<file path="src/video_pkg.sv">
////////////////////////////////////////
// shared constants for the XGA frame buffer display
// timing thresholds, bus widths and the memory slot encoding
// referenced by scoped name from every block in the design
////////////////////////////////////////

`default_nettype none

package video_pkg;

   // counter widths
   parameter int HCOUNT_W = 11;
   parameter int VCOUNT_W = 10;

   // horizontal timing, in pixel clocks
   parameter logic [HCOUNT_W-1:0] H_ACTIVE   = 11'd1024;
   parameter logic [HCOUNT_W-1:0] H_SYNC_ON  = 11'd1048;
   parameter logic [HCOUNT_W-1:0] H_SYNC_OFF = 11'd1184;
   parameter logic [HCOUNT_W-1:0] H_TOTAL    = 11'd1344;

   // vertical timing, in lines
   parameter logic [VCOUNT_W-1:0] V_ACTIVE   = 10'd768;
   parameter logic [VCOUNT_W-1:0] V_SYNC_ON  = 10'd777;
   parameter logic [VCOUNT_W-1:0] V_SYNC_OFF = 10'd783;
   parameter logic [VCOUNT_W-1:0] V_TOTAL    = 10'd806;

   // frame buffer word holds two pixels side by side
   parameter int ADDR_W  = 19;
   parameter int WORD_W  = 36;
   parameter int PIXEL_W = 18;

   // read address runs this many clocks ahead of the beam
   parameter logic [HCOUNT_W-1:0] FORECAST_LEAD = 11'd8;

   // ZBT pipeline depth
   parameter int READ_LATENCY = 2;

   // memory slot, picked by bit 0 of the pixel counter
   typedef enum logic {
      SLOT_READ  = 1'b0,
      SLOT_WRITE = 1'b1
   } slot_e;

endpackage

`default_nettype wire

</file>
<file path="src/xga_timing.sv">
////////////////////////////////////////
// XGA 1024x768 at 60 Hz timing generator
// free running pixel and line counters with active low
// sync and a combined blanking flag, all registered together
////////////////////////////////////////

`timescale 1ns/10ps
`default_nettype none

module xga_timing (
   input  wire                           clk,
   input  wire                           rst_n,
   output logic [video_pkg::HCOUNT_W-1:0] hcount,
   output logic [video_pkg::VCOUNT_W-1:0] vcount,
   output logic                          hsync,
   output logic                          vsync,
   output logic                          blank
);

   logic                          line_end;
   logic                          frame_end;
   logic [video_pkg::HCOUNT_W-1:0] hcount_nxt;
   logic [video_pkg::VCOUNT_W-1:0] vcount_nxt;

   ////////////////////////////////////////
   // next position
   ////////////////////////////////////////

   assign line_end  = (hcount == video_pkg::H_TOTAL - 1'b1);
   assign frame_end = line_end && (vcount == video_pkg::V_TOTAL - 1'b1);

   assign hcount_nxt = line_end ? '0 : hcount + 1'b1;

   // line counter only steps on the last pixel of a line
   assign vcount_nxt = frame_end ? '0 :
                       line_end  ? vcount + 1'b1 : vcount;

   ////////////////////////////////////////
   // counters and flags
   ////////////////////////////////////////

   // flags are decoded from the next position so they
   // line up with the counter values on the same cycle
   always_ff @(posedge clk or negedge rst_n) begin
      if (!rst_n) begin
         // park on the last pixel of the frame, first step lands on 0,0
         hcount <= video_pkg::H_TOTAL - 1'b1;
         vcount <= video_pkg::V_TOTAL - 1'b1;
         hsync  <= 1'b1;
         vsync  <= 1'b1;
         blank  <= 1'b1;
      end else begin
         hcount <= hcount_nxt;
         vcount <= vcount_nxt;
         // active low sync pulses
         hsync  <= !((hcount_nxt >= video_pkg::H_SYNC_ON) &&
                     (hcount_nxt <  video_pkg::H_SYNC_OFF));
         vsync  <= !((vcount_nxt >= video_pkg::V_SYNC_ON) &&
                     (vcount_nxt <  video_pkg::V_SYNC_OFF));
         // blank outside the visible 1024x768 window
         blank  <= (hcount_nxt >= video_pkg::H_ACTIVE) ||
                   (vcount_nxt >= video_pkg::V_ACTIVE);
      end
   end

   // pixel counter never leaves the line
   a_hcount_range: assert property (
      @(posedge clk) disable iff (!rst_n)
      hcount < video_pkg::H_TOTAL
   );

endmodule

`default_nettype wire

</file>
<file path="config.mk">
export PLATFORM = sky130hd
export DESIGN_NAME = xga_timing
export DESIGN_NICKNAME = d
export VERILOG_FILES = /design/src/video_pkg.sv /design/src/xga_timing.sv
export SDC_FILE = /design/constraint.sdc
export NUM_CORES = 1
export LEC_CHECK = 0
export ABC_AREA = 1
export ABC_CLOCK_PERIOD_IN_PS = 3700
export BUFFER_PORTS_ARGS = -buffer_cell sky130_fd_sc_hd__buf_2
export CORE_ASPECT_RATIO = 0.6
export CORE_MARGIN = 3
export CORE_UTILIZATION = 50
export DETAILED_ROUTE_END_ITERATION = 10
export GPL_ROUTABILITY_DRIVEN = 0
export GPL_TIMING_DRIVEN = 0
export PLACE_DENSITY = 0.72
export SLEW_MARGIN = 20
export SYNTH_ARGS = -nofsm -noshare
export SYNTH_HDL_FRONTEND = slang
export SYNTH_SLANG_ARGS = --single-unit
</file>
<file path="constraint.sdc">
create_clock -name clk -period 3.7 [get_ports clk]
set_input_delay 0.74 -clock clk [delete_from_list [all_inputs] [get_ports clk]]
set_output_delay 0.74 -clock clk [all_outputs]
set_load 0.02 [all_outputs]
</file>
Word-level counts from Yosys, hierarchy flattened
Index checks and enable logic that the tools add are counted.

Flip-flop bits (word level): 24. Output and inout bits: 24. Word-level logic and storage cells: 24.

Add/subtract/negate cells: 2. $lt $le $gt $ge: 6. Eq/ne operators: 2. Muxes and demuxes: 3. Reduce and logical (&&, ||, !) cells: 6.

Operators by type and width (number): 11-bit greater-or-equal comparator, second input constant (2); 10-bit greater-or-equal comparator, second input constant (2); 10-bit 2-to-1 mux (2); 11-bit by 1-bit adder with 11-bit output, second input constant (1); 11-bit equality test, second input constant (1); 11-bit less-than comparator, second input constant (1); 11-bit 2-to-1 mux (1); 10-bit by 1-bit adder with 10-bit output, second input constant (1); 10-bit equality test, second input constant (1); 10-bit less-than comparator, second input constant (1); 1-bit logical AND (3); 1-bit zero test (2); 1-bit logical OR (1).

Longest topological paths before layout
Word-level depth: 6. Mapped depth: 12.

Least setup slack after synthesis
No wires, ideal clock.

Path kind: register to register. Start: register hcount[0] (netlist bit). End: register vsync. Library setup time: 0.077 ns. Arrival time: 1.680 ns. Path slack: 1.943 ns. Stages on the path, launching flop included: 13. Path buffers: 0. Clock period less this slack: 1.757 ns. Path through: dfstp_2 -> ha_1 -> nand2_1 -> nor2_4 -> nand3_4 -> clkinv_4 -> nand2_2 -> nand2_2 -> nand2_2 -> nor2_1 -> nand2_1 -> nor2_1 -> nand2_1.

Longest elaborated chain between the ends: 6. Elaborated cells between the ends (all ways): 8.

RTL lines: from (decl) (RTL line xga_timing.sv:13) `output logic [video_pkg::HCOUNT_W-1:0] hcount,`; from (signal assigned) (RTL line xga_timing.sv:47) `hcount <= video_pkg::H_TOTAL - 1'b1;`; from (signal assigned) (RTL line xga_timing.sv:53) `hcount <= hcount_nxt;`; 11-bit equality test * (RTL line xga_timing.sv:29) `assign line_end = (hcount == video_pkg::H_TOTAL - 1'b1);`; 10-bit 2-to-1 mux / 1-bit logical AND (equally long branches) (RTL line xga_timing.sv:36, xga_timing.sv:30); 10-bit 2-to-1 mux * (RTL line xga_timing.sv:35) `assign vcount_nxt = frame_end ? '0 :`; 10-bit greater-or-equal comparator / 10-bit less-than comparator (equally long branches) (RTL line xga_timing.sv:58, xga_timing.sv:59); 1-bit logical AND * (RTL line xga_timing.sv:58) `vsync <= !((vcount_nxt >= video_pkg::V_SYNC_ON) &&`; 1-bit zero test * (RTL line xga_timing.sv:58); to (signal assigned) (RTL line xga_timing.sv:58); to (decl) (RTL line xga_timing.sv:16) `output logic vsync,`.

Every way passes the cells marked *; elsewhere a longest branch is shown, timed or not.

Worst setup path in the final report
Ends and elaborated chain as after synthesis.

==> results.tsv <==
metric	value	unit
final_global_route_overflow_total	0	
synth_enable_flop_cells	0	
switchingPower	0.0888	mW
floorplan_die_height	48.8	um
number_of_buffers_inserted_by_port_buffering	25	
mappedNetlistArea	0.00153	sq mm
synth-async-reset-ratio	100	%
post-dp-hpwl	2600	um
worst_skew_pair.late_latency	0.27	ns
grt_pass1_wl	5640	um
post_syn_nets	205	
totalNegativeSetupSlack	0	ns
share_of_final_layout_standard_cells_stronger_than_drive_strength_1	33.8	%
hold_violations	0	
vias_per_cell	4.85	
grt_pass1_vias	1178	
grt_antenna_before_repair	0	
vias	1300	
required_arrival_time_at_the_worst_endpoint	3.90	ns
n_fill_cell	257	
clkSlewWorstSetupHoldPaths	0.08	ns
path_class	reg2reg	
synth.cells.most_frequent	54 x nand2_1, 32 x inv_1, 16 x dfstp_2, 15 x nand3_1, 13 x nor2_1	
switching_share	17.9	%
most_used_standard_cell_by_instance_count_after_synthesis	nand2_1	
ff_latch_area	621	sq um
grt.total_usage	19.0	%
layout.core_utilization	65.7	%
cts.repair.resized	0	
sequential_share_of_power	52.9	%
number_of_buffers_inserted_by_hold_repair_at_cts	0	
postLayoutSetupSlackWorst	1.63	ns
crit_path_end_kind	flip-flop	
nets	235	
dieWidth	77.3	um
route.antenna.remaining_nets	0	
power.leakage	0.932	nW
cts-buffers-inserted	3	
numClockSinks	24	
synth_flop_cell	dfstp_2	
post-synth-top-area-cell	dfstp_2	
postCtsSetupRepairBufs	0	
core.rowCount	14	
post-route-drc-count	0	
design_power_total	0.497	mW
tightestPinTransition	0.524	ns
finalClockSkew	0.00200	ns
cts.root.buffer_cell	clkbuf_8	
synthDistinctLibCells	24	
footprint_of_the_multi_input_gates	758	sq um
achievable-frequency	0.482	GHz
syn_to_final_growth	16.1	%
worst_ep_arrival_time	2.27	ns
critPathMaxFanout	7	
p_comb_share	1.0	%
power_frac_clock	46.0	%
cp-start-kind	flip-flop	
grt_max_degree	25	
fin_crit_sh	56.0	%
slew_violations	0	
routed_wl	3310	um
postSynthAreaPerCell	7.67	sq um
synthesis_warnings	0	
holdCritPathClass	in2async	
number_of_register_bits_inferred_by_synthesis	24	
maxSlewHeadroom	65.1	%
vdd_drop_max	0.208	mV
outcome	completed	
n_antenna_cell	0	
max-cap-violations	0	
postSynthCellCount	199	
firstDrtPassIters	4	
netlist.area_leader.share	27.5	%
p_int	0.408	mW
finalWorstPathRequiredPeriod	2.07	ns
start_util	56.6	%
cts_max_level	1	
detailedRoute.firstIterationViolations	152	
hold_slack	0.436	ns
grt_setup_unrepaired	false	
routedWlPerCell	12.4	um
finalSetupViolations	0	
synth_sequential_area_ratio	40.7	%
io_pins	26	
die-area	0.00377	sq mm
clk_path_buf_depth	2	
tritoncts	yes	
post-place-ws	1.68	ns
design.core.area	0.00270	sq mm
yosys-top-cells-area	dfstp_2 28%, nand2_1 13%, dfrtp_1 13%, inv_1 7.9%, nand3_1 4.9%	
power_density	280	mW/mm^2
## power by group through the flow
stage	Combinational [mW]	Clock [mW]	Sequential (mW)
after floorplan	0.000000496	0	0.268
after global placement	0.00530	0	0.267
after detailed placement	0.00559	0	0.267
after CTS	0.00551	0.234	0.263
after global routing	0.00639	0.251	0.263
final	0.00517	0.229	0.263
## path summary, 6_finish.rpt
check                                     from                   to  slack [ns]  cells past startpoint
min                                      rst_n  hcount[9]$_DFF_PN0_        0.44                      1
max                        hcount[0]$_DFF_PN1_      vsync$_DFF_PN1_        1.63                     10
min in group clk           vcount[9]$_DFF_PN1_  vcount[9]$_DFF_PN1_        0.54                      2
min reg2reg                vcount[9]$_DFF_PN1_  vcount[9]$_DFF_PN1_        0.54                      2
max in group asynchronous                rst_n  hcount[1]$_DFF_PN1_        2.90                      1
max reg2reg                hcount[0]$_DFF_PN1_      vsync$_DFF_PN1_        1.63                     10
## routing by layer
metal / routed length (um) / share of wire, % / vias to the layer above / GRT usage, %
met5: 0 / 0 / - / 0
met4: 12 / 0.36 / 0 / 3.55
met3: 203 / 6.1 / 2 / 4.43
met2: 1390 / 42 / 42 / 27.9
met1: 1700 / 51 / 583 / 28.5
li1: - / - / 673 / -
## cells by family (layout without fill, tap and decap cells)
group                      count (synthesis)  count (layout)  share of synthesized area [%]
AOI/OAI and AO/OA                          7               7                           2.46
xor gates and xnor gates                   8               8                           4.59
adders and majority gates                  4               4                           3.28
buffers and inverters                     38              67                           9.67
DFF                                       24              24                           40.7
and+or+nand+nor                          118             118                           39.3
## metrics by stage
step,instance area (sq um),std cells
finish,1770,268
global route,1770,268
floorplan,1530,199
CTS,1770,268
global placement,1700,264
detailed placement,1700,264
## state kept, by name, summed over array words and instances (netlist names)
| name | count |
|---|---|
| vcount | 10 |
| vsync | 1 |
| hsync | 1 |
| hcount | 11 |
| blank | 1 |
## final cells by class
type,count,area share (%)
flip-flops and latches,24,35.0
clock buffers,3,2.33
multi-input cells,137,42.8
repair buffers,25,7.06
clock inverters,1,1.69
inverters,38,8.33
well taps,40,2.82
## layout by cell type, fill, tap and decap left out, types with 2 or more instances in the layout
cell / n
dfrtp_1: 8
dfstp_2: 16
o21ai_1: 5
nor2_1: 13
buf_2: 25
nor2_2: 7
nor3_1: 2
nand2_1: 54
xor2_1: 6
inv_1: 32
nand4_1: 7
nor2_4: 3
inv_2: 5
nand3_2: 4
clkbuf_8: 3
nand3_1: 15
nand2_2: 9
xnor2_1: 2
ha_1: 4
## critical path: stages (launching register included)
cell	delay (ns)
dfstp_2	0.61
ha_1	0.23
nand3_1	0.18
nor2_4	0.19
nand2_2	0.13
nand2_1	0.09
nand3_2	0.13
nand3_2	0.10
nand3_1	0.06
nor2_1	0.19
nand2_1	0.09
(Power assumes the default switching activity.)
