### config.mk
export PLATFORM = sky130hd
export DESIGN_NAME = vram_arbiter
export DESIGN_NICKNAME = d
export VERILOG_FILES = /design/src/video_pkg.sv /design/src/vram_arbiter.sv
export SDC_FILE = /design/constraint.sdc
export NUM_CORES = 1
export LEC_CHECK = 0
export BUFFER_PORTS_ARGS = -buffer_cell sky130_fd_sc_hd__buf_2
export CAP_MARGIN = 0
export CORE_MARGIN = 8
export CORE_UTILIZATION = 30
export CTS_BUF_LIST = sky130_fd_sc_hd__clkbuf_16
export DETAILED_ROUTE_END_ITERATION = 10
export PLACE_DENSITY = 0.63
export SYNTH_ARGS = -nofsm -noshare
export SYNTH_HDL_FRONTEND = slang
export SYNTH_SLANG_ARGS = --single-unit
### constraint.sdc
create_clock -name clk -period 1.95 [get_ports clk]
set_input_delay 0.39 -clock clk [delete_from_list [all_inputs] [get_ports clk]]
set_output_delay 0.39 -clock clk [all_outputs]
set_load 0.005 [all_outputs]
### src/video_pkg.sv
////////////////////////////////////////
// shared constants for the XGA frame buffer display
// timing thresholds, bus widths and the memory slot encoding
// referenced by scoped name from every block in the design
////////////////////////////////////////

`default_nettype none

package video_pkg;

   // counter widths
   parameter int HCOUNT_W = 11;
   parameter int VCOUNT_W = 10;

   // horizontal timing, in pixel clocks
   parameter logic [HCOUNT_W-1:0] H_ACTIVE   = 11'd1024;
   parameter logic [HCOUNT_W-1:0] H_SYNC_ON  = 11'd1048;
   parameter logic [HCOUNT_W-1:0] H_SYNC_OFF = 11'd1184;
   parameter logic [HCOUNT_W-1:0] H_TOTAL    = 11'd1344;

   // vertical timing, in lines
   parameter logic [VCOUNT_W-1:0] V_ACTIVE   = 10'd768;
   parameter logic [VCOUNT_W-1:0] V_SYNC_ON  = 10'd777;
   parameter logic [VCOUNT_W-1:0] V_SYNC_OFF = 10'd783;
   parameter logic [VCOUNT_W-1:0] V_TOTAL    = 10'd806;

   // frame buffer word holds two pixels side by side
   parameter int ADDR_W  = 19;
   parameter int WORD_W  = 36;
   parameter int PIXEL_W = 18;

   // read address runs this many clocks ahead of the beam
   parameter logic [HCOUNT_W-1:0] FORECAST_LEAD = 11'd8;

   // ZBT pipeline depth
   parameter int READ_LATENCY = 2;

   // memory slot, picked by bit 0 of the pixel counter
   typedef enum logic {
      SLOT_READ  = 1'b0,
      SLOT_WRITE = 1'b1
   } slot_e;

endpackage

`default_nettype wire

### src/vram_arbiter.sv
////////////////////////////////////////
// frame buffer port sharing
// parks one posted write until the next odd pixel slot,
// even slots carry the display read address
////////////////////////////////////////

`timescale 1ns/10ps
`default_nettype none

module vram_arbiter (
   input  wire                            clk,
   input  wire                            rst_n,
   input  wire  [video_pkg::HCOUNT_W-1:0] hcount,
   input  wire  [video_pkg::ADDR_W-1:0]   rd_addr,
   input  wire                            wr_strobe,
   input  wire  [video_pkg::ADDR_W-1:0]   wr_addr,
   input  wire  [video_pkg::WORD_W-1:0]   wr_data,
   output logic                           mem_we,
   output logic [video_pkg::ADDR_W-1:0]   mem_addr,
   output logic [video_pkg::WORD_W-1:0]   mem_wdata
);

   video_pkg::slot_e             slot;
   logic                         hold_valid;
   logic [video_pkg::ADDR_W-1:0] hold_addr;
   logic [video_pkg::WORD_W-1:0] hold_data;
   logic                         issue;

   // slot follows pixel parity
   assign slot  = video_pkg::slot_e'(hcount[0]);
   assign issue = hold_valid && (slot == video_pkg::SLOT_WRITE);

   ////////////////////////////////////////
   // one entry write hold
   ////////////////////////////////////////

   always_ff @(posedge clk or negedge rst_n) begin
      if (!rst_n) begin
         hold_valid <= 1'b0;
      end else if (wr_strobe) begin
         hold_valid <= 1'b1;
      end else if (issue) begin
         hold_valid <= 1'b0;
      end
   end

   always_ff @(posedge clk) begin
      if (wr_strobe) begin
         hold_addr <= wr_addr;
         hold_data <= wr_data;
      end
   end

   ////////////////////////////////////////
   // memory port mux
   ////////////////////////////////////////

   // the ZBT registers these on its own input stage
   assign mem_we    = issue;
   assign mem_addr  = issue ? hold_addr : rd_addr;
   assign mem_wdata = hold_data;

   // writer keeps strobes far enough apart that the hold has drained
   a_strobe_spacing: assert property (
      @(posedge clk) disable iff (!rst_n)
      wr_strobe |-> !hold_valid
   );

endmodule

`default_nettype wire

## Word-level counts from Yosys, hierarchy flattened

Cells that the tools add are included.

| storage, ports and cells | value |
|---|---|
| bits in registers | 56 |
| bits of input ports | 88 |
| output and inout port bits | 56 |
| logic and storage cells | 8 |

| operators by class | value |
|---|---|
| muxes and demuxes | 3 |
| reductions and logical operators | 2 |

Operators with widths:

| kind | number |
|---|---|
| 19-bit 2-to-1 mux | 1 |
| 1-bit 2-to-1 mux | 2 |
| 2-bit nonzero test | 1 |
| 1-bit logical AND | 1 |

## Longest topological paths before layout

Gate-level depths: netlist (run 1).

| depth | value |
|---|---|
| word-level depth | 3 |
| mapped depth | 3 |

## Worst setup path after synthesis (run 1)

No wires, ideal clock.

| timing | value |
|---|---|
| kind | register to output |
| start | reg hold_valid |
| end | out mem_addr[0] (netlist name) |
| arrival | 0.917 ns |
| data required time | 1.560 ns |
| path slack | 0.643 ns |
| stages on the path, launching flop included | 4 |
| buffers on the path | 1 |
| cell sequence | dfrtp_1 nand2_2 buf_6 mux2_4 |

| on the way | value |
|---|---|
| longest elaborated chain between the ends | 2 |

Ends and longest elaborated chain:

| what | RTL line | source |
|---|---|---|
| start: declaration | vram_arbiter.sv:24 | `logic hold_valid;` |
| start signal: assignment | vram_arbiter.sv:39 | `hold_valid <= 1'b0;` |
| start signal: assignment | vram_arbiter.sv:41 | `hold_valid <= 1'b1;` |
| start signal: assignment | vram_arbiter.sv:43 | `hold_valid <= 1'b0;` |
| 1-bit logical AND | vram_arbiter.sv:31 | `assign issue = hold_valid && (slot == video_pkg::SLOT_WRITE);` |
| 19-bit 2-to-1 mux | vram_arbiter.sv:60 | `assign mem_addr = issue ? hold_addr : rd_addr;` |
| end: declaration | vram_arbiter.sv:19 | `output logic [video_pkg::ADDR_W-1:0] mem_addr,` |

Every way passes these cells.

## Worst setup path after layout (run 1)

| timing | value |
|---|---|
| start | reg hold_valid |
| end | out mem_addr[16] (netlist name) |

The elaborated chain is that of the path after synthesis.

==> results of run 1 <==
-- timing repair --
| action | CTS | global route |
|---|---|---|
| hold endpoints to repair | 1 | 0 |
| hold buffers | 1 | 0 |
| setup buffers | 0 | 0 |
-- metal layers --
metal | up-vias | track usage, % | routed length (um)
met4 | 0 | 3.60 | 0
met1 | 583 | 9.61 | 1780
met2 | 72 | 17.4 | 2590
met3 | 0 | 4.55 | 480
met5 | - | 0 | 0
li1 | 601 | - | -
-- layout make-up --
type / instances / share of cell area, %
clock buffers: 5 / 4.12
clock inverters: 3 / 2.97
inverters: 2 / 0.247
multi-input cells: 21 / 9.89
flip-flops and latches: 56 / 55.2
well taps: 80 / 3.30
repair buffers: 137 / 24.2
-- through the flow --
| stage | utilization (%) | instances | worst slack (ns) | area, um^2 |
|---|---|---|---|---|
| floorplan | - | 81 | 0.643 | 2010 |
| global placement | 42.3 | 295 | 0.359 | 2810 |
| detailed placement | 42.3 | 295 | 0.355 | 2810 |
| CTS | 45.7 | 304 | 0.148 | 3040 |
| global route | 45.7 | 304 | 0.0992 | 3040 |
| finish | 45.7 | 304 | 0.168 | 3040 |
-- Yosys cell counts, drive strengths merged --
| library cell | instances | area share [%] |
|---|---|---|
| edfxtp | 55 | 82 |
| mux2 | 19 | 14 |
| buf | 2 | 1.1 |
| inv | 2 | 0.37 |
| a21o | 1 | 0.44 |
| dfrtp | 1 | 1.2 |
| nand2 | 1 | 0.31 |
-- sequential cells by signal, summed over array words and instances (netlist names) --
name	flops
hold_valid	1
hold_addr	19
mem_wdata	36
-- cell families (layout without fill, tap and decap cells) --
family / after synthesis / count (layout) / share of synthesized area (%)
compound gates: 1 / 1 / 0.436
buf+inv: 4 / 147 / 1.50
flops: 56 / 56 / 83.5
mux: 19 / 19 / 14.2
simple gates: 1 / 1 / 0.312
-- where the power goes --
part | switching [mW] | internal (mW)
sequential | 0.0215 | 1.43
combinational | 0.123 | 0.188
clock | 0.382 | 0.865
total | 0.527 | 2.48
-- worst max-delay path: stages, from the launching register on --
cell,delay [ns]
dfrtp_1,0.39
nand2_2,0.09
buf_12,0.19
mux2_4,0.31
buf_2,0.13
-- final timing paths --
check | start | end | slack [ns] | cells after the start
worst max register to register | hold_valid | hold_valid | 1.24 | 1
max in group asynchronous | rst_n | hold_valid | 1.41 | 2
worst min-delay path | wr_data[22] | mem_wdata[22] | 0.27 | 1
min in group asynchronous | rst_n | hold_valid | 0.45 | 2
worst max-delay path | hold_valid | mem_addr[16] | 0.17 | 4
worst min register to register | hold_valid | hold_valid | 0.52 | 1
-- cells in the final DEF (no fill, tap or decap), drive strengths merged --
| master | instances |
|---|---|
| inv | 2 |
| dfrtp | 1 |
| dlygate4sd3 | 1 |
| mux2 | 19 |
| a21o | 1 |
| edfxtp | 55 |
| clkbuf | 5 |
| nand2 | 1 |
| buf | 136 |
| bufinv | 3 |
==> summary.md, run 1 <==
| Metric | Value |
|---|---|
| Sequential-to-total area share from yosys stat | a little over four fifths |
| First-pass GRT wire length | 7.28 mm |
| Synth unique cells | 7 |
| Initial antenna violation count | 0 |
| DP Wirelength | roughly 4.0 mm |
| Hold Path Class | input pin to flip-flop |
| Horiz. Die Dim | slightly below 100 um |
| CTS root buffer | clkbuf_16 |
| Storage cell area | around 0.0017 mm^2 |
| Pin count of the biggest net entering global routing | 21 |
| Die Y-Extent | 97.8 um |
| Reg clk slew, reported paths | approximately 0.070 ns |
| Number of gates resized after cts | 0 |
| Fin crit period | 1.78 ns |
| Io pins | 144 |
| RSZ-0062 raised after global routing | no |
| Worst Path Class, Setup | flip-flop to primary output |
| PwrDens | 990 mW/mm^2 |
| Vias per cell | 4.13 |
| Status | complete, no violations |
| Peak supply drop | about 0.37 mV |
| Endpoints failing setup | 0 |
| CP startpoint kind | flip-flop |
| Overflow after GRT | 0 |
| Clock Tree Buf Depth | 2 |
| Via Count | approximately 1,300 |
| Syn Nets | approximately 170 |
| Vias in the first global route | approximately 1,400 |
| Inserted Diodes | 0 |
| Worst-Skew Late Latency | around 0.28 ns |
| IO buf count | approximately 130 |
| Max_slew headroom | between 60 and 70% |
| Drt drc | 0 |
| Filler cells | between 600 and 700 |
| CTS tree | done |
| Drt pass-1 iters | 4 |
| Layout cells sized above 1 | roughly three quarters |
| Design Power | around 3.0 mW |
| Max Slew Vio Count | 0 |
| Initial core utilization | between 30% and 40% |
| Area Growth Syn to Fin | 51.2% |
| Max FO, Critical Path | 20 |
| # clock sinks | between 50 and 60 |
| Max cap viols | 0 |
| Syn. warnings | 0 |
| Crit path DAT | approximately 1.4 ns |
| Final period util | 91.4% |
| Routed wire length | about 4.8 mm |
| Cells after Synth | 81 |
| Post-Syn Area | between 0.002 and 0.0025 mm^2 |
| Clock skew | 0 ns |
| Die area | between 0.009 and 0.01 mm^2 |
| Fin nets | 311 |
| ANT nets after route | 0 |
| DRT iter0 DRCs | 21 |
| Footprint of the multi-input gates | 300 um^2 |
| Avg WL per Cell | roughly 16 um |
| Crit. End Element | primary output |
| Final hold vios | 0 |
| Hold WS | about 0.27 ns |
| GP Congestion | 0.677 |
| Fin Setup TNS | 0 ns |
| P_leak | approximately 1.4 nW |
| Total Routing Usage GR | between 9 and 10% |
| Fmax | 561 MHz |
| # rows | 30 |
| H-tree lvl count | 2 |
| Num CTS Buffers | 5 |
| #FFs+latches synth | 56 |
| Core ar. | between 0.006 and 0.007 mm^2 |
| Required time of the critical path | 1.56 ns |
| Slew @ Worst Pin | about 0.47 ns |
| Avg Inst Size Synth | 24.8 um^2 |
No activity file was read; power rests on OpenSTA's default activity.
==> run 2: changes to the inputs <==
--- a/config.mk
+++ b/config.mk
@@ -5,6 +5,7 @@
 export SDC_FILE = /design/constraint.sdc
 export NUM_CORES = 1
 export LEC_CHECK = 0
+export ABC_AREA = 1
 export BUFFER_PORTS_ARGS = -buffer_cell sky130_fd_sc_hd__buf_2
 export CAP_MARGIN = 0
 export CORE_MARGIN = 8
==> summary.md, run 2 <==
| Metric | Value |
|---|---|
| Flop pwr share | 53.6% (was 48.2%) |
| Commonest non-fill, non-tap cell in the layout | buf_2 (unchanged) |
| Worst Path Class, Setup | flip-flop to primary output (unchanged) |
| Leading area contributor after synthesis | edfxtp_1 (unchanged) |
| H-tree lvl count | 2 (unchanged) |
| Most frequent cells in the layout | 133 x buf_2, 55 x edfxtp_1, 39 x nand2_1, 19 x nand3_1, 5 x clkbuf_16 (was 133 x buf_2, 55 x edfxtp_1, 19 x mux2_4, 5 x clkbuf_16) |
| Pin count of the biggest net entering global routing | 57 (was 21) |
| Vias in the first global route | 1,663 (was 1,396) |
| Slew @ Worst Pin | 0.296 ns (was 0.474 ns) |
| Compound-Gate Fraction of Synth Area | 0.382% (was 0.436%) |
| Syn. warnings | 0 (unchanged) |
| Num CTS Buffers | 5 (unchanged) |
| Syn Nets | 211 (was 169) |
| Reg2reg start | hold_valid (unchanged) |
| Drt pass-1 iters | 3 (was 4) |
| Top cells by count, synth | 55 x edfxtp_1, 39 x nand2_1, 19 x nand3_1 (was 55 x edfxtp_1, 19 x mux2_4, 2 x buf_6, 2 x inv_1) |
| Die Y-Extent | 96.9 um (was 97.8 um) |
| GP Congestion | 0.649 (was 0.677) |
| Fmax | 636 MHz (was 561 MHz) |
| #FFs+latches synth | 56 (unchanged) |
| Top Metal Used | met4 (was met3) |
| Hold Path Class | input pin to flip-flop (unchanged) |
| Sequential-to-total area share from yosys stat | 85.3% (was 83.5%) |
| Via Count | 1,464 (was 1,256) |
| Combinational fraction of design power | 10.6% (was 10.4%) |
| DP Wirelength | 3.97 mm (was 4.02 mm) |
| ANT nets after route | 0 (unchanged) |
| Post-Syn Area | 0.00197 mm^2 (was 0.00201 mm^2) |
| P_leak | 1.37 nW (was 1.40 nW) |
| Inserted Diodes | 0 (unchanged) |
| # clock sinks | 56 (unchanged) |
| Peak supply drop | 0.413 mV (was 0.373 mV) |
| Io pins | 144 (unchanged) |
| RSZ-0062 raised after global routing | no (unchanged) |
| Area Growth Syn to Fin | 48.1% (was 51.2%) |
| CTS tree | done (unchanged) |
| Required time of the critical path | 1.56 ns (about the same) |
| Routed length on met1 | 1.74 mm (was 1.78 mm) |
| Count leader, synth | edfxtp_1 (unchanged) |
| Cells after Synth | 123 (was 81) |
| Avg Inst Size Synth | 16.0 um^2 (was 24.8 um^2) |
| Total Routing Usage GR | 10.5% (was 9.76%) |
| FFs w/ async S/R, synth | 1.79% (unchanged) |
| Sw Ratio | 19.7% (was 17.5%) |
| Horiz. Die Dim | 96.9 um (was 97.8 um) |
| Max cap viols | 0 (unchanged) |
| Layout cells sized above 1 | 54.8% (was 73.7%) |
| Avg WL per Cell | 14.9 um (was 15.9 um) |
| CTS root buffer | clkbuf_16 (unchanged) |
| Synth top area share | 84.0% (was 82.3%) |
| Clock share of power | 35.9% (was 41.5%) |
| # rows | 29 (was 30) |
| Worst-Skew Late Latency | 0.28 ns (about the same) |
| Final period util | 80.6% (was 91.4%) |
| Main combinational cell family by area after synthesis | simple AND/OR/NAND/NOR gates (was multiplexers) |
| IO buf count | 133 (unchanged) |
| First-pass GRT wire length | 8.04 mm (was 7.28 mm) |
| Initial antenna violation count | 0 (unchanged) |
| Synth unique cells | 8 (was 7) |
| Crit path DAT | 1.18 ns (was 1.39 ns) |
| Pint | 2.17 mW (was 2.48 mW) |
| Max FO, Critical Path | 20 (unchanged) |
| Crit. End Element | primary output (unchanged) |
| Simple-Gate Fraction of Synth Area | 12.3% (was 0.312%) |
| Status | complete, no violations (unchanged) |
| Core ar. | 0.00635 mm^2 (was 0.00664 mm^2) |
| Overflow after GRT | 0 (unchanged) |
| Setup crit start | hold_valid (unchanged) |
| Post-synth EDFFs | 55 (unchanged) |
| DRT iter0 DRCs | 56 (was 21) |
| Initial core utilization | 31.0% (was 30.2%) |
| Endpoints failing setup | 0 (unchanged) |
| Fin Setup TNS | 0 ns (unchanged) |
| Vias per cell | 4.31 (was 4.13) |
| NetSw | 532 uW (was 527 uW) |
| Filler cells | 586 (was 603) |
| Final hold vios | 0 (unchanged) |
| CP startpoint kind | flip-flop (unchanged) |
| Max_slew headroom | 80.3% (was 68.4%) |
| PwrDens | 929 mW/mm^2 (was 990 mW/mm^2) |
| Die area | 0.00940 mm^2 (was 0.00956 mm^2) |
| Clock skew | 0 ns (unchanged) |
| Top post-synthesis cells by area | edfxtp_1 84%, nand2_1 7.4%, nand3_1 4.8%, buf_2 1.3%, dfrtp_1 1.3% (was edfxtp_1 82%, mux2_4 14%, dfrtp_1 1.2%, buf_6 1.1%, a21o_2 0.44%) |
| Synth Area in XOR/XNOR | 0% (unchanged) |
| Fin crit period | 1.57 ns (was 1.78 ns) |
| Reg clk slew, reported paths | 0.06 ns (was 0.07 ns) |
| Max Slew Vio Count | 0 (unchanged) |
| Met2 wire len | 2.67 mm (was 2.59 mm) |
| Fraction of the mapped netlist area in adder cells | 0% (unchanged) |
| Drt drc | 0 (unchanged) |
| Max reg flops | 36 (unchanged) |
| Worst hold start | wr_data[0] (was wr_data[22]) |
| Design Power | 2.70 mW (was 3.01 mW) |
| Multiplexer area fraction after synthesis | 0% (was 14.2%) |
| Ys flop type | edfxtp_1 (unchanged) |
| Met3 WL | 525 um (was 480 um) |
| Clock Tree Buf Depth | 2 (unchanged) |
| Routed wire length | 5.06 mm (was 4.85 mm) |
| Fin nets | 350 (was 311) |
## run 2: cell types whose count changed after synthesis, sizes merged
| cell | change |
|---|---|
| o21bai | +1 |
| buf | +4 |
| a21o | -1 |
| nand3 | +19 |
| nand2 | +38 |
| mux2 | -19 |
## run 2: worst max-delay path: stages, from the launching register on
cell and delay (ns):
dfrtp_1 0.37, nand2_1 0.06, buf_4 0.22, nand2_1 0.08, nand2_1 0.06, buf_2 0.10
## run 2: final timing paths
path / end / slack, ns / cells past startpoint
worst max-delay path: mem_addr[13] / 0.38 / 5
worst min-delay path: mem_wdata[0] / 0.28 / 1
worst max register to register: hold_valid / 1.14 / 3
worst min register to register: hold_valid / 0.73 / 3
max in group asynchronous: hold_valid / 1.46 / 2
min in group asynchronous: hold_valid / 0.41 / 2
## run 2: power by group through the flow
stage	clock network, mW	registers, mW	logic [mW]
floorplan	0	1.48	0.0678
global placement	0	1.47	0.288
detailed placement	0	1.48	0.291
CTS	1.00	1.45	0.294
global route	1.04	1.46	0.319
finish	0.970	1.45	0.285
## run 2: area by class of cell
class                   instances  area, um^2  area share [%]
inverters                       2        7.51           0.258
clock inverters                 3        38.8            1.33
repair buffers                138         718            24.7
well taps                      77        96.3            3.31
multi-input cells              59         249            8.55
clock buffers                   5         125            4.30
flip-flops and latches         56        1680            57.6
## run 2: cells by family (layout without fill, tap and decap cells)
group                  Yosys count  count (layout)
and+or+nand+nor                 58              58
DFF                             56              56
buffers and inverters            8             148
AOI/OAI and AO/OA                1               1
## run 2: routing by layer
layer / up-vias / global-route usage (%)
li1: 717 / -
met1: 671 / 9.41
met2: 66 / 19.0
met3: 10 / 5.26
met4: 0 / 4.97
met5: - / 0
## run 2: stage by stage
stage	worst slack (ns)	utilization, %	hold WS, ns	std cells	instance area, um^2
2_1_floorplan	0.837	-	0.0944	123	1970
3_3_place_gp	0.450	43.1	0.165	331	2740
3_5_place_dp	0.442	43.1	0.169	331	2740
4_1_cts	0.362	45.9	0.268	340	2910
5_1_grt	0.264	45.9	0.265	340	2910
6_report	0.379	45.9	0.277	340	2910
## run 2: repair_timing
item | in CTS | in global routing
hold endpoints to repair | 1 | 0
hold buffers | 1 | 0
buffers inserted | 0 | 0
gates resized for setup | 0 | 0
