File: src/video_pkg.sv
////////////////////////////////////////
// shared constants for the XGA frame buffer display
// timing thresholds, bus widths and the memory slot encoding
// referenced by scoped name from every block in the design
////////////////////////////////////////

`default_nettype none

package video_pkg;

   // counter widths
   parameter int HCOUNT_W = 11;
   parameter int VCOUNT_W = 10;

   // horizontal timing, in pixel clocks
   parameter logic [HCOUNT_W-1:0] H_ACTIVE   = 11'd1024;
   parameter logic [HCOUNT_W-1:0] H_SYNC_ON  = 11'd1048;
   parameter logic [HCOUNT_W-1:0] H_SYNC_OFF = 11'd1184;
   parameter logic [HCOUNT_W-1:0] H_TOTAL    = 11'd1344;

   // vertical timing, in lines
   parameter logic [VCOUNT_W-1:0] V_ACTIVE   = 10'd768;
   parameter logic [VCOUNT_W-1:0] V_SYNC_ON  = 10'd777;
   parameter logic [VCOUNT_W-1:0] V_SYNC_OFF = 10'd783;
   parameter logic [VCOUNT_W-1:0] V_TOTAL    = 10'd806;

   // frame buffer word holds two pixels side by side
   parameter int ADDR_W  = 19;
   parameter int WORD_W  = 36;
   parameter int PIXEL_W = 18;

   // read address runs this many clocks ahead of the beam
   parameter logic [HCOUNT_W-1:0] FORECAST_LEAD = 11'd8;

   // ZBT pipeline depth
   parameter int READ_LATENCY = 2;

   // memory slot, picked by bit 0 of the pixel counter
   typedef enum logic {
      SLOT_READ  = 1'b0,
      SLOT_WRITE = 1'b1
   } slot_e;

endpackage

`default_nettype wire

File: src/vram_display.sv
////////////////////////////////////////
// frame buffer read path and VGA output stage
// issues read addresses eight clocks ahead of the beam,
// realigns returned words to pixel pairs and drives the DAC
////////////////////////////////////////

`timescale 1ns/10ps
`default_nettype none

module vram_display (
   input  wire                            clk,
   input  wire                            rst_n,
   input  wire  [video_pkg::HCOUNT_W-1:0] hcount,
   input  wire  [video_pkg::VCOUNT_W-1:0] vcount,
   input  wire                            hsync,
   input  wire                            vsync,
   input  wire                            blank,
   input  wire  [video_pkg::WORD_W-1:0]   mem_rdata,
   output logic [video_pkg::ADDR_W-1:0]   rd_addr,
   output logic [7:0]                     vga_red,
   output logic [7:0]                     vga_green,
   output logic [7:0]                     vga_blue,
   output logic                           vga_hsync,
   output logic                           vga_vsync,
   output logic                           vga_blank_n
);

   localparam int CHAN_W = video_pkg::PIXEL_W / 3;
   localparam int PAD_W  = 8 - CHAN_W;
   localparam logic [video_pkg::HCOUNT_W-1:0] WRAP_AT =
      video_pkg::H_TOTAL - video_pkg::FORECAST_LEAD;

   logic                           wrap_f;
   logic [video_pkg::HCOUNT_W-1:0] hcount_f;
   logic [video_pkg::VCOUNT_W-1:0] vcount_f;
   logic [video_pkg::WORD_W-1:0]   latch_word;
   logic [video_pkg::WORD_W-1:0]   lead_word;
   logic [video_pkg::WORD_W-1:0]   disp_word;
   logic [video_pkg::PIXEL_W-1:0]  pixel;

   ////////////////////////////////////////
   // address forecast
   ////////////////////////////////////////

   // position the beam reaches FORECAST_LEAD clocks from now,
   // late in the line this is already on the next line or frame
   assign wrap_f   = (hcount >= WRAP_AT);
   assign hcount_f = wrap_f ? hcount - WRAP_AT : hcount + video_pkg::FORECAST_LEAD;
   assign vcount_f = !wrap_f ? vcount :
                     (vcount == video_pkg::V_TOTAL - 1'b1) ? '0 : vcount + 1'b1;

   // 512 words per line, one word per pixel pair
   assign rd_addr = {vcount_f, hcount_f[video_pkg::HCOUNT_W-2:1]};

   ////////////////////////////////////////
   // word realignment
   ////////////////////////////////////////

   // read sent on even pixel h comes back during h+3 (odd)
   // two more pair stages bring it to h+8, the pair it belongs to
   always_ff @(posedge clk) begin
      if (hcount[0]) begin
         latch_word <= mem_rdata;
         lead_word  <= latch_word;
         // pair boundary, disp_word now covers the next even/odd pixels
         disp_word  <= lead_word;
      end
   end

   // even pixel in the upper half, odd in the lower
   assign pixel = hcount[0] ? disp_word[video_pkg::PIXEL_W-1:0]
                            : disp_word[video_pkg::WORD_W-1:video_pkg::PIXEL_W];

   ////////////////////////////////////////
   // VGA output registers
   ////////////////////////////////////////

   // colour and sync each pass one register, so they stay aligned
   always_ff @(posedge clk or negedge rst_n) begin
      if (!rst_n) begin
         vga_red     <= '0;
         vga_green   <= '0;
         vga_blue    <= '0;
         vga_hsync   <= 1'b1;
         vga_vsync   <= 1'b1;
         vga_blank_n <= 1'b0;
      end else begin
         // 6 bit channels on the top of each 8 bit DAC input
         vga_red     <= blank ? '0 : {pixel[3*CHAN_W-1 -: CHAN_W], {PAD_W{1'b0}}};
         vga_green   <= blank ? '0 : {pixel[2*CHAN_W-1 -: CHAN_W], {PAD_W{1'b0}}};
         vga_blue    <= blank ? '0 : {pixel[CHAN_W-1   -: CHAN_W], {PAD_W{1'b0}}};
         vga_hsync   <= hsync;
         vga_vsync   <= vsync;
         vga_blank_n <= !blank;
      end
   end

endmodule

`default_nettype wire

File: config.mk
export PLATFORM = sky130hd
export DESIGN_NAME = vram_display
export DESIGN_NICKNAME = d
export VERILOG_FILES = /design/src/video_pkg.sv /design/src/vram_display.sv
export SDC_FILE = /design/constraint.sdc
export NUM_CORES = 1
export LEC_CHECK = 0
export ABC_AREA = 1
export BUFFER_PORTS_ARGS = -buffer_cell sky130_fd_sc_hd__buf_2
export CAP_MARGIN = 10
export CORE_MARGIN = 2
export CORE_UTILIZATION = 25
export DETAILED_ROUTE_END_ITERATION = 10
export GPL_TIMING_DRIVEN = 1
export PLACE_DENSITY = 0.43
export SYNTH_ARGS = -nofsm -noshare
export SYNTH_HDL_FRONTEND = slang
export SYNTH_SLANG_ARGS = --single-unit
File: constraint.sdc
create_clock -name clk -period 3.5 [get_ports clk]
set_input_delay 0.7 -clock clk [delete_from_list [all_inputs] [get_ports clk]]
set_output_delay 0.7 -clock clk [all_outputs]
set_load 0.02 [all_outputs]
Word level (Yosys, flattened, before mapping):

Index checks and enable logic that the tools add are counted.

* bits in registers: 135
* input bits: 62
* output and inout bits: 46
* word-level logic and storage cells: 22

* add/subtract/negate cells: 3
* $lt $le $gt $ge: 1
* equal/unequal tests: 1
* multiplexer cells: 7
* reductions and logical operators: 1

Operators by type and width (count)
* 10-bit two-way mux: 3
* 8-bit two-way mux: 3
* 18-bit two-way mux: 1
* 11-bit greater-or-equal comparator (second input constant): 1
* 10-bit by 1-bit adder with 10-bit output (second input constant): 1
* 10-bit by 4-bit adder with 10-bit output (second input constant): 1
* 10-bit equality test (second input constant): 1
* 10-bit by 9-bit subtractor with 10-bit output (second input constant): 1
* 1-bit zero test: 1

Logic depth before layout (Yosys ltp):

Gate-level depths: netlist of the first run.

* depth in word-level cells: 3
* mapped depth: 17
* gate-level depth less buffers: 16

Worst setup path before layout of the first run:

No wires, ideal clock.

* path kind: input -> output
* start: input port hcount[3] in the netlist's numbering
* end: output port rd_addr[7] in the netlist's numbering
* arrival: 2.274 ns
* data required time: 2.800 ns
* setup slack: 0.526 ns
* cell stages on the path: 12
* cells stage by stage: ha_1 > nand2_1 > nand3_1 > inv_1 > nand2_1 > nand2_2 > nand2_4 > ha_1 > inv_1 > o21ai_0 > a21oi_1 > xor2_1

* longest elaborated chain between the ends: 2

RTL lines
* from (decl): line vram_display.sv:13 `input wire [video_pkg::HCOUNT_W-1:0] hcount,`
* 10-bit by 4-bit adder with 10-bit output, or another cell as far along: line vram_display.sv:48 `assign hcount_f = wrap_f ? hcount - WRAP_AT : hcount + video_pkg::FORECAST_LEAD;`
* 10-bit two-way mux *: line vram_display.sv:48
* to (decl): line vram_display.sv:19 `output logic [video_pkg::ADDR_W-1:0] rd_addr,`

Every way passes the cells marked *; elsewhere a longest branch is shown, timed or not.

Final worst setup path of the first run:

* start: input port hcount[3] in the netlist's numbering
* end: output port rd_addr[8] in the netlist's numbering

The elaborated chain is that of the path after synthesis.

==> results.toml, run 1 <==
[layout]
final_util_pct = 32.75
drive_above_1_share_pct = 33.26
fillers = 1871
num-nets-final = 514
area_delta_synth_final_pct = 28.21
antenna_cells = 0
fin_area_um2 = 6147

[worst_setup_path]
crit_fanout = 11
r2r_start = "disp_word[18]"
critPathCaptureType = "output port"
cp_common_cell = "nand2_1"
start_kind = "input pin"
cpMaxStageDelayCell = "ha_1"
r2r_setup_slack_ns = 2.78
crit_type = "in2out"
rr_worst_depth = 2
required_ns = 2.80
arrival_ns = 2.56
cp_cell_sequence = "buf_2, ha_1, nand2_2, nand3_1, inv_1, nand2_1, nand2_2, nand2_4, ha_1, inv_1, o21ai_2, nand2_1, nand2_1, nand2_1, inv_1, nand2_1, nand2_1, buf_2"
cpPeakStageDelay_ns = 0.29
r2r-end = "vga_blue[2]"

[synthesis]
synth_compound_area_share_pct = 2.871
synth_simple_gate_area_share_pct = 10.99
postSynthCellCount = 334
synth.distinct_cells = 24
synth_area_um2 = 4795
yosysTopAreaCellShare_pct = 67.64
synth-seq-cells = 129
ys_warn_count = 0
synth-xor-area-share_pct = 1.644
synth_top_area_cell = "edfxtp_1"
synthTopCellsByArea = "edfxtp_1, dfrtp_1, nor2_1"
synth.area.mux_share_pct = 0
ys_seq_area_share_pct = 78.65
synth_top_family_by_area = "simple AND/OR/NAND/NOR gates"
synthAdderAreaFrac_pct = 1.305
syn_area_per_cell_um2 = 14.36

[place]
placed_cell_area_um2 = 5524
hpwl_um = 5569
gp_congestion = 0.7691
io_buffer_count = 101

[sta]
fmax_mhz = 306.6
hold_viol = 0
slew_violations = 0
timing.setup.tns_ns = 0
rsz0062_at_grt = "false"
post-route-period-util_pct = 93.18
slew_headroom_pct = 49.23
setup_violations = 0
skew_ns = 0.004947
period_minus_slack_ns = 3.261
worst_pin_slew_ns = 0.7616

[global_routing]
first_global_vias = 2789
grt_max_degree = 66
antenna_found_initial = 0
grt-ovfl-total = 0
grt_pass1_wl_um = 13900
grt_usage_pct = 8.890

[drt]
totalWireLength_um = 8598
vias_per_cell = 3.945
drtIter0Drc = 123
wl_per_cell_um = 12.39
drc = 0
vias = 2738
firstDrtPassIters = 4
ant_nets = 0

[worst_hold_path]
worstHoldPathType = "in2async"

[clock_tree]
cts_tree = "yes"
cts_sinks = 129
clk-insertion-delay-late_ns = 0.40
htree_num_levels = 4
clockBufferDepth = 2
numCtsBuffers = 17
post_cts_buffers = 0
ctsResizeCount = 0
postCtsHoldBufs = 0
clk_pin_slew_ns = 0.06
clockRootBuffer = "clkbuf_16"

[floorplan]
initial_utilization_pct = 25.55
die_w_um = 142.5
core_um2 = 18770
die-area_um2 = 20300
ioPinCount = 108
rows = 50
die_h_um = 142.5

[power_and_ir_drop]
p_leak_nw = 2.597
p_per_area_nw_per_um2 = 633.1
ir_drop_v = 0.0003636
power.total_mw = 3.892

[outcome]
outcome = "finished clean"

[run]
maxCapViolCount = 0
## Yosys cell counts
cell / instances
inv_8: 1
nand3_1: 15
dfrtp_1: 19
nor2_1: 47
xnor2_1: 1
o21ai_0: 21
xor2_1: 8
nor2_2: 5
buf_6: 3
inv_1: 26
clkbuf_1: 3
conb_1: 1
a21oi_1: 1
nand2_1: 46
dfstp_2: 2
o21ai_1: 2
edfxtp_1: 108
nand2_2: 4
nor3_1: 1
nand4_1: 3
ha_1: 5
nand2_4: 2
o21ai_2: 2
buf_4: 8
## cell usage in the layout, fill, tap and decap left out, types with 2 or more instances in the layout
| cell | n |
|---|---|
| edfxtp_1 | 108 |
| buf_2 | 100 |
| nor2_1 | 47 |
| nand2_1 | 45 |
| inv_1 | 26 |
| o21ai_0 | 21 |
| dfrtp_1 | 19 |
| clkbuf_16 | 17 |
| nand3_1 | 15 |
| xor2_1 | 8 |
| conb_1 | 6 |
| nor2_2 | 5 |
| nand2_2 | 5 |
| ha_1 | 5 |
| inv_6 | 5 |
| o21ai_2 | 3 |
| nand4_1 | 3 |
| clkinv_4 | 3 |
| bufinv_16 | 3 |
| buf_4 | 3 |
| nand2_4 | 2 |
| clkinv_2 | 2 |
| dfstp_2 | 2 |
## flip-flops by register name, indices dropped and copies added, names as in the netlist
register     cells
vga_hsync        1
vga_blue         6
vga_green        6
latch_word      36
disp_word       36
vga_vsync        1
vga_red          6
vga_blank_n      1
lead_word       36
## per-stage QoR
step	hold WS, ns	cells	worst slack, ns
final	0.2860	694	0.2387
after global routing	0.3117	694	0.01060
after CTS	0.3030	694	0.1822
after detailed placement	0.4045	662	0.1843
after global placement	0.4017	662	0.2471
after floorplan	0.4003	339	0.5258
## worst max-delay path by stage
stage,startpoint,cells after the start,endpoint,slack (ns)
CTS,hcount[3],18,rd_addr[8],0.18
global placement,hcount[3],18,rd_addr[8],0.25
floorplan,hcount[3],12,rd_addr[7],0.53
global route,hcount[3],18,rd_addr[8],0.01
finish,hcount[3],18,rd_addr[8],0.24
detailed placement,hcount[3],18,rd_addr[8],0.18
## worst max-delay path, delay by kind of cell
| kind | cells | cell delay (ns) |
|---|---|---|
| fa+ha+maj | 2 | 0.53 |
| buf+inv | 5 | 0.44 |
| simple gates | 10 | 0.71 |
| compound gates | 1 | 0.18 |
## power breakdown
group | leakage, nW | internal (mW) | switching (mW) | total [mW]
Combinational | 0.976 | 0.0864 | 0.184 | 0.271
Clock | 0.302 | 1.15 | 0.655 | 1.81
Sequential | 1.32 | 1.79 | 0.0258 | 1.82
Total | 2.60 | 3.03 | 0.865 | 3.89
## per-layer routing
layer | global-route usage [%] | part of all wire (%)
met1 | 11.19 | 45
met2 | 14.04 | 48
met3 | 3.264 | 6.2
met4 | 3.283 | 1.1
met5 | 0 | 0
## layout make-up
class | count | area (µm²) | share of cell area, %
clock buffer | 18 | 439.2 | 7.144
tap | 234 | 292.8 | 4.763
clock inverter | 14 | 177.7 | 2.890
multi-input combinational | 169 | 834.6 | 13.58
inverter | 27 | 108.9 | 1.771
sequential | 129 | 3771 | 61.35
timing repair buffer | 103 | 523.0 | 8.508
## cell families after synthesis
logic type      after synthesis
xor+xnor                      9
simple gates                123
other cells                   1
flops                       129
fa+ha+maj                     5
compound gates               26
buf+inv                      41
No activity file was read; power rests on OpenSTA's default activity.
==> run 2: changes to the inputs <==
==> constraint.sdc (replaced) <==
create_clock -name clk -period 3.5 [get_ports clk]
set_input_delay 0.7 -clock clk [delete_from_list [all_inputs] [get_ports clk]]
set_output_delay 0.7 -clock clk [all_outputs]
set_load 0.01 [all_outputs]
==> results.toml, run 2 (same netlist as run 1, synthesis figures left out) <==
[drt]
vias = 2686
ant_nets = 0
drc = 0
drtIter0Drc = 113
firstDrtPassIters = 4
wl_per_cell_um = 12.15
vias_per_cell = 3.870
totalWireLength_um = 8430

[worst_setup_path]
arrival_ns = 2.56
start_kind = "input pin"
cpPeakStageDelay_ns = 0.29
cp_common_cell = "nand2_1"
cp_top_family = "simple AND/OR/NAND/NOR gates"
cp_cell_sequence = "buf_2, ha_1, nand2_1, nand3_1, inv_1, nand2_1, nand2_2, nand2_4, ha_1, inv_1, o21ai_1, nand2_1, nand2_1, nand2_1, nand3_1, nand2_1, buf_2"
crit_fanout = 11
cpMaxStageDelayCell = "ha_1"
crit_type = "in2out"
required_ns = 2.80
cp_num_buf_inv = 4
critPathCaptureType = "output port"

[power_and_ir_drop]
power.total_mw = 3.723
p_per_area_nw_per_um2 = 610.6
p_leak_nw = 2.574
ir_drop_v = 0.0003592

[clock_tree]
ctsResizeCount = 0
clk-insertion-delay-late_ns = 0.40
clockBufferDepth = 2
clk_pin_slew_ns = 0.05
post_cts_buffers = 0
cts_tree = "yes"
postCtsHoldBufs = 0
clockRootBuffer = "clkbuf_16"
htree_num_levels = 4
cts_sinks = 129
numCtsBuffers = 17

[sta]
setup_violations = 0
worst_pin_slew_ns = 0.7484
worst_slack_ns = 0.2404
hold_viol = 0
rsz0062_at_grt = "false"
timing.setup.tns_ns = 0
holdWs_ns = 0.2772
slew_violations = 0
post-route-period-util_pct = 93.13
slew_headroom_pct = 50.11
period_minus_slack_ns = 3.260
skew_ns = 0.005204
fmax_mhz = 306.8

[layout]
final_util_pct = 32.49
fin_area_um2 = 6097
reg.largest.list = "disp_word (36), latch_word (36), lead_word (36)"
final_common_cell = "edfxtp_1"
area_delta_synth_final_pct = 27.17
num-nets-final = 514
drive_above_1_share_pct = 32.39
layout_common_cells = "edfxtp_1, buf_2, nor2_1"
stdcell_count = 694
antenna_cells = 0

[global_routing]
grt_usage_pct = 8.771
grt_pass1_wl_um = 13490
grtUsageMet1_pct = 10.98
grt-ovfl-total = 0
antenna_found_initial = 0
met2_usage_pct = 13.56
use_met3_pct = 3.264
busiest_layer = "met2"
grt_max_degree = 66
first_global_vias = 2696

[floorplan]
die_w_um = 142.5
core_um2 = 18770
rows = 50
die-area_um2 = 20300
die_h_um = 142.5
ioPinCount = 108
initial_utilization_pct = 25.55

[place]
io_buffer_count = 101
dp_cells = 662
placed_cell_area_um2 = 5524
gp_congestion = 0.7655
hpwl_um = 5536
pre_cts_ws_ns = 0.2383

[outcome]
outcome = "finished clean"

[worst_hold_path]
worstHoldPathType = "in2async"

[run]
maxCapViolCount = 0
==> run 2: cell types whose count changed in the layout (fill, tap and decap cells not counted), sizes merged <==
cell,previous run,this run
bufinv,3,2
clkinv,5,10
inv,32,27
clkbuf,18,19
==> run 2: power by group <==
group	internal [mW]	leakage, nW	switching [mW]
logic	0.0856	0.974	0.148
registers	1.79	1.32	0.0257
clock network	1.05	0.281	0.627
total	2.92	2.57	0.800
==> run 2: path summary, 6_finish.rpt <==
| kind | depth (start not counted) | slack, ns | start | end |
|---|---|---|---|---|
| worst max-delay path | 17 | 0.24 | hcount[3] | rd_addr[8] |
| worst min-delay path | 1 | 0.28 | rst_n | vga_red[6] |
| worst max register to register | 2 | 2.80 | disp_word[25] | vga_green[3] |
| worst min register to register | 0 | 0.41 | latch_word[3] | lead_word[3] |
| max in group asynchronous | 1 | 2.85 | rst_n | vga_vsync |
| min in group clk | 1 | 0.40 | hsync | vga_hsync |
==> run 2: routing by layer <==
metal / up-vias / part of all wire [%]
li1: 1360 / -
met1: 1219 / 46
met2: 98 / 47
met3: 9 / 6.2
met4: 0 / 1.5
met5: - / 0
==> run 2: cell type report <==
| cell class | count | area (µm²) |
|---|---|---|
| multi-input cells | 169 | 828.3 |
| fillers | 1882 | 12670 |
| clock buffers | 19 | 432.9 |
| repair buffers | 103 | 523.0 |
| flip-flops and latches | 129 | 3771 |
| well taps | 234 | 292.8 |
| clock inverters | 13 | 140.1 |
| inverters | 27 | 108.9 |
==> run 2: worst reg2reg max path: stages (launching register included) <==
cell and delay [ns]:
edfxtp_1 0.37, o21ai_0 0.17, nor2_1 0.05
==> run 3: changes to the inputs <==
PLACE_DENSITY = 0.45   (was 0.43)
==> results.toml, run 3 (same netlist as run 1, synthesis figures left out) <==
[place]
pre_cts_ws_ns = 0.2550
hpwl_um = 5383
gp_congestion = 0.7950
io_buffer_count = 101

[sta]
slew_headroom_pct = 48.85
hold_viol = 0
post-route-period-util_pct = 92.39
worst_slack_ns = 0.2662
worst_pin_slew_ns = 0.7672
rsz0062_at_grt = "false"
skew_ns = 0.005586
slew_violations = 0
timing.setup.tns_ns = 0
period_minus_slack_ns = 3.234
setup_violations = 0
fmax_mhz = 309.2

[run]
maxCapViolCount = 0

[layout]
num-nets-final = 514
layout_common_cells = "edfxtp_1, buf_2, nor2_1"
reg.largest.list = "disp_word (36), latch_word (36), lead_word (36)"
area_delta_synth_final_pct = 27.79
drive_above_1_share_pct = 32.61
antenna_cells = 0
final_common_cell = "edfxtp_1"

[worst_setup_path]
crit_type = "in2out"
required_ns = 2.80
cp_common_cell = "nand2_1"
crit_fanout = 11
cpPeakStageDelay_ns = 0.28
cp_cell_sequence = "buf_2, ha_1, nand2_1, nand3_1, inv_1, nand2_1, nand2_2, nand2_4, ha_1, inv_1, o21ai_1, nand2_1, nand2_1, nand2_1, inv_1, nand2_1, nand2_1, buf_2"
start_kind = "input pin"
cpMaxStageDelayCell = "ha_1"
arrival_ns = 2.53
critPathCaptureType = "output port"

[power_and_ir_drop]
ir_drop_v = 0.0002593
p_per_area_nw_per_um2 = 620.1
p_leak_nw = 2.574
power.total_mw = 3.799

[floorplan]
die-area_um2 = 20300
die_h_um = 142.5
initial_utilization_pct = 25.55
ioPinCount = 108
die_w_um = 142.5
core_um2 = 18770
rows = 50

[global_routing]
first_global_vias = 2767
antenna_found_initial = 0
grt_max_degree = 65
grt_usage_pct = 8.369
grt-ovfl-total = 0
grt_pass1_wl_um = 12960

[drt]
vias_per_cell = 3.843
dr_wl_met2_um = 4051
drtIter0Drc = 110
totalWireLength_um = 8097
drc = 0
wl_met3_um = 507
wl_per_cell_um = 11.67
vias = 2667
wl_met1_um = 3435
ant_nets = 0
topRoutingLayerUsed = "met4"
firstDrtPassIters = 4

[clock_tree]
clockRootBuffer = "clkbuf_16"
cts_sinks = 129
htree_num_levels = 4
cts_tree = "yes"
ctsResizeCount = 0
clk_pin_slew_ns = 0.06
post_cts_buffers = 0
clk-insertion-delay-late_ns = 0.40
postCtsHoldBufs = 0
numCtsBuffers = 17
clockBufferDepth = 2

[worst_hold_path]
worstHoldPathType = "in2async"

[outcome]
outcome = "finished clean"
[run 3: cell count changes in the layout (fill, tap and decap cells not counted)]
cell / delta
clkbuf_8: +1
clkinv_4: -5
clkinvlp_4: +4
inv_6: +1
clkinv_2: -1
clkbuf_1: -1
bufinv_16: +1
[run 3: critical path: cells and delay by family]
family | cells | cell delay, ns
simple gates | 10 | 0.69
fa+ha+maj | 2 | 0.51
buf+inv | 5 | 0.40
compound gates | 1 | 0.21
[run 3: area by class of cell]
| type | count | area, µm² |
|---|---|---|
| timing repair buffer | 103 | 523.0 |
| multi-input combinational | 169 | 828.3 |
| inverter | 27 | 108.9 |
| tap | 234 | 292.8 |
| clock buffer | 19 | 442.9 |
| sequential | 129 | 3771 |
| clock inverter | 13 | 160.2 |
| fill | 1864 | 12640 |
[run 3: through the flow]
step | hold slack [ns] | util [%] | instances | area, µm²
floorplan | 0.4003 | - | 339 | 4813
global placement | 0.4002 | 29.43 | 662 | 5524
detailed placement | 0.4045 | 29.43 | 662 | 5524
CTS | 0.2990 | 32.65 | 694 | 6127
global route | 0.3018 | 32.65 | 694 | 6127
finish | 0.2904 | 32.65 | 694 | 6127
[run 3: worst paths after layout]
path / start / endpoint / slack (ns) / cells past startpoint
min reg2reg: latch_word[34] / lead_word[34] / 0.42 / 0
max: hcount[3] / rd_addr[8] / 0.27 / 18
min: rst_n / vga_red[5] / 0.29 / 1
max in group asynchronous: rst_n / vga_hsync / 2.83 / 1
min in group clk: latch_word[34] / lead_word[34] / 0.42 / 0
max reg2reg: disp_word[27] / vga_green[5] / 2.83 / 2
[run 3: power breakdown]
group	internal, mW	switching (mW)
registers	1.79	0.0234
clock network	1.14	0.615
logic	0.0857	0.148
total	3.01	0.787
[run 3: layer usage]
| metal | global-route usage, % | vias to the layer above |
|---|---|---|
| li1 | - | 1356 |
| met1 | 9.436 | 1197 |
| met2 | 14.20 | 104 |
| met3 | 2.826 | 10 |
| met4 | 4.117 | 0 |
| met5 | 0 | - |
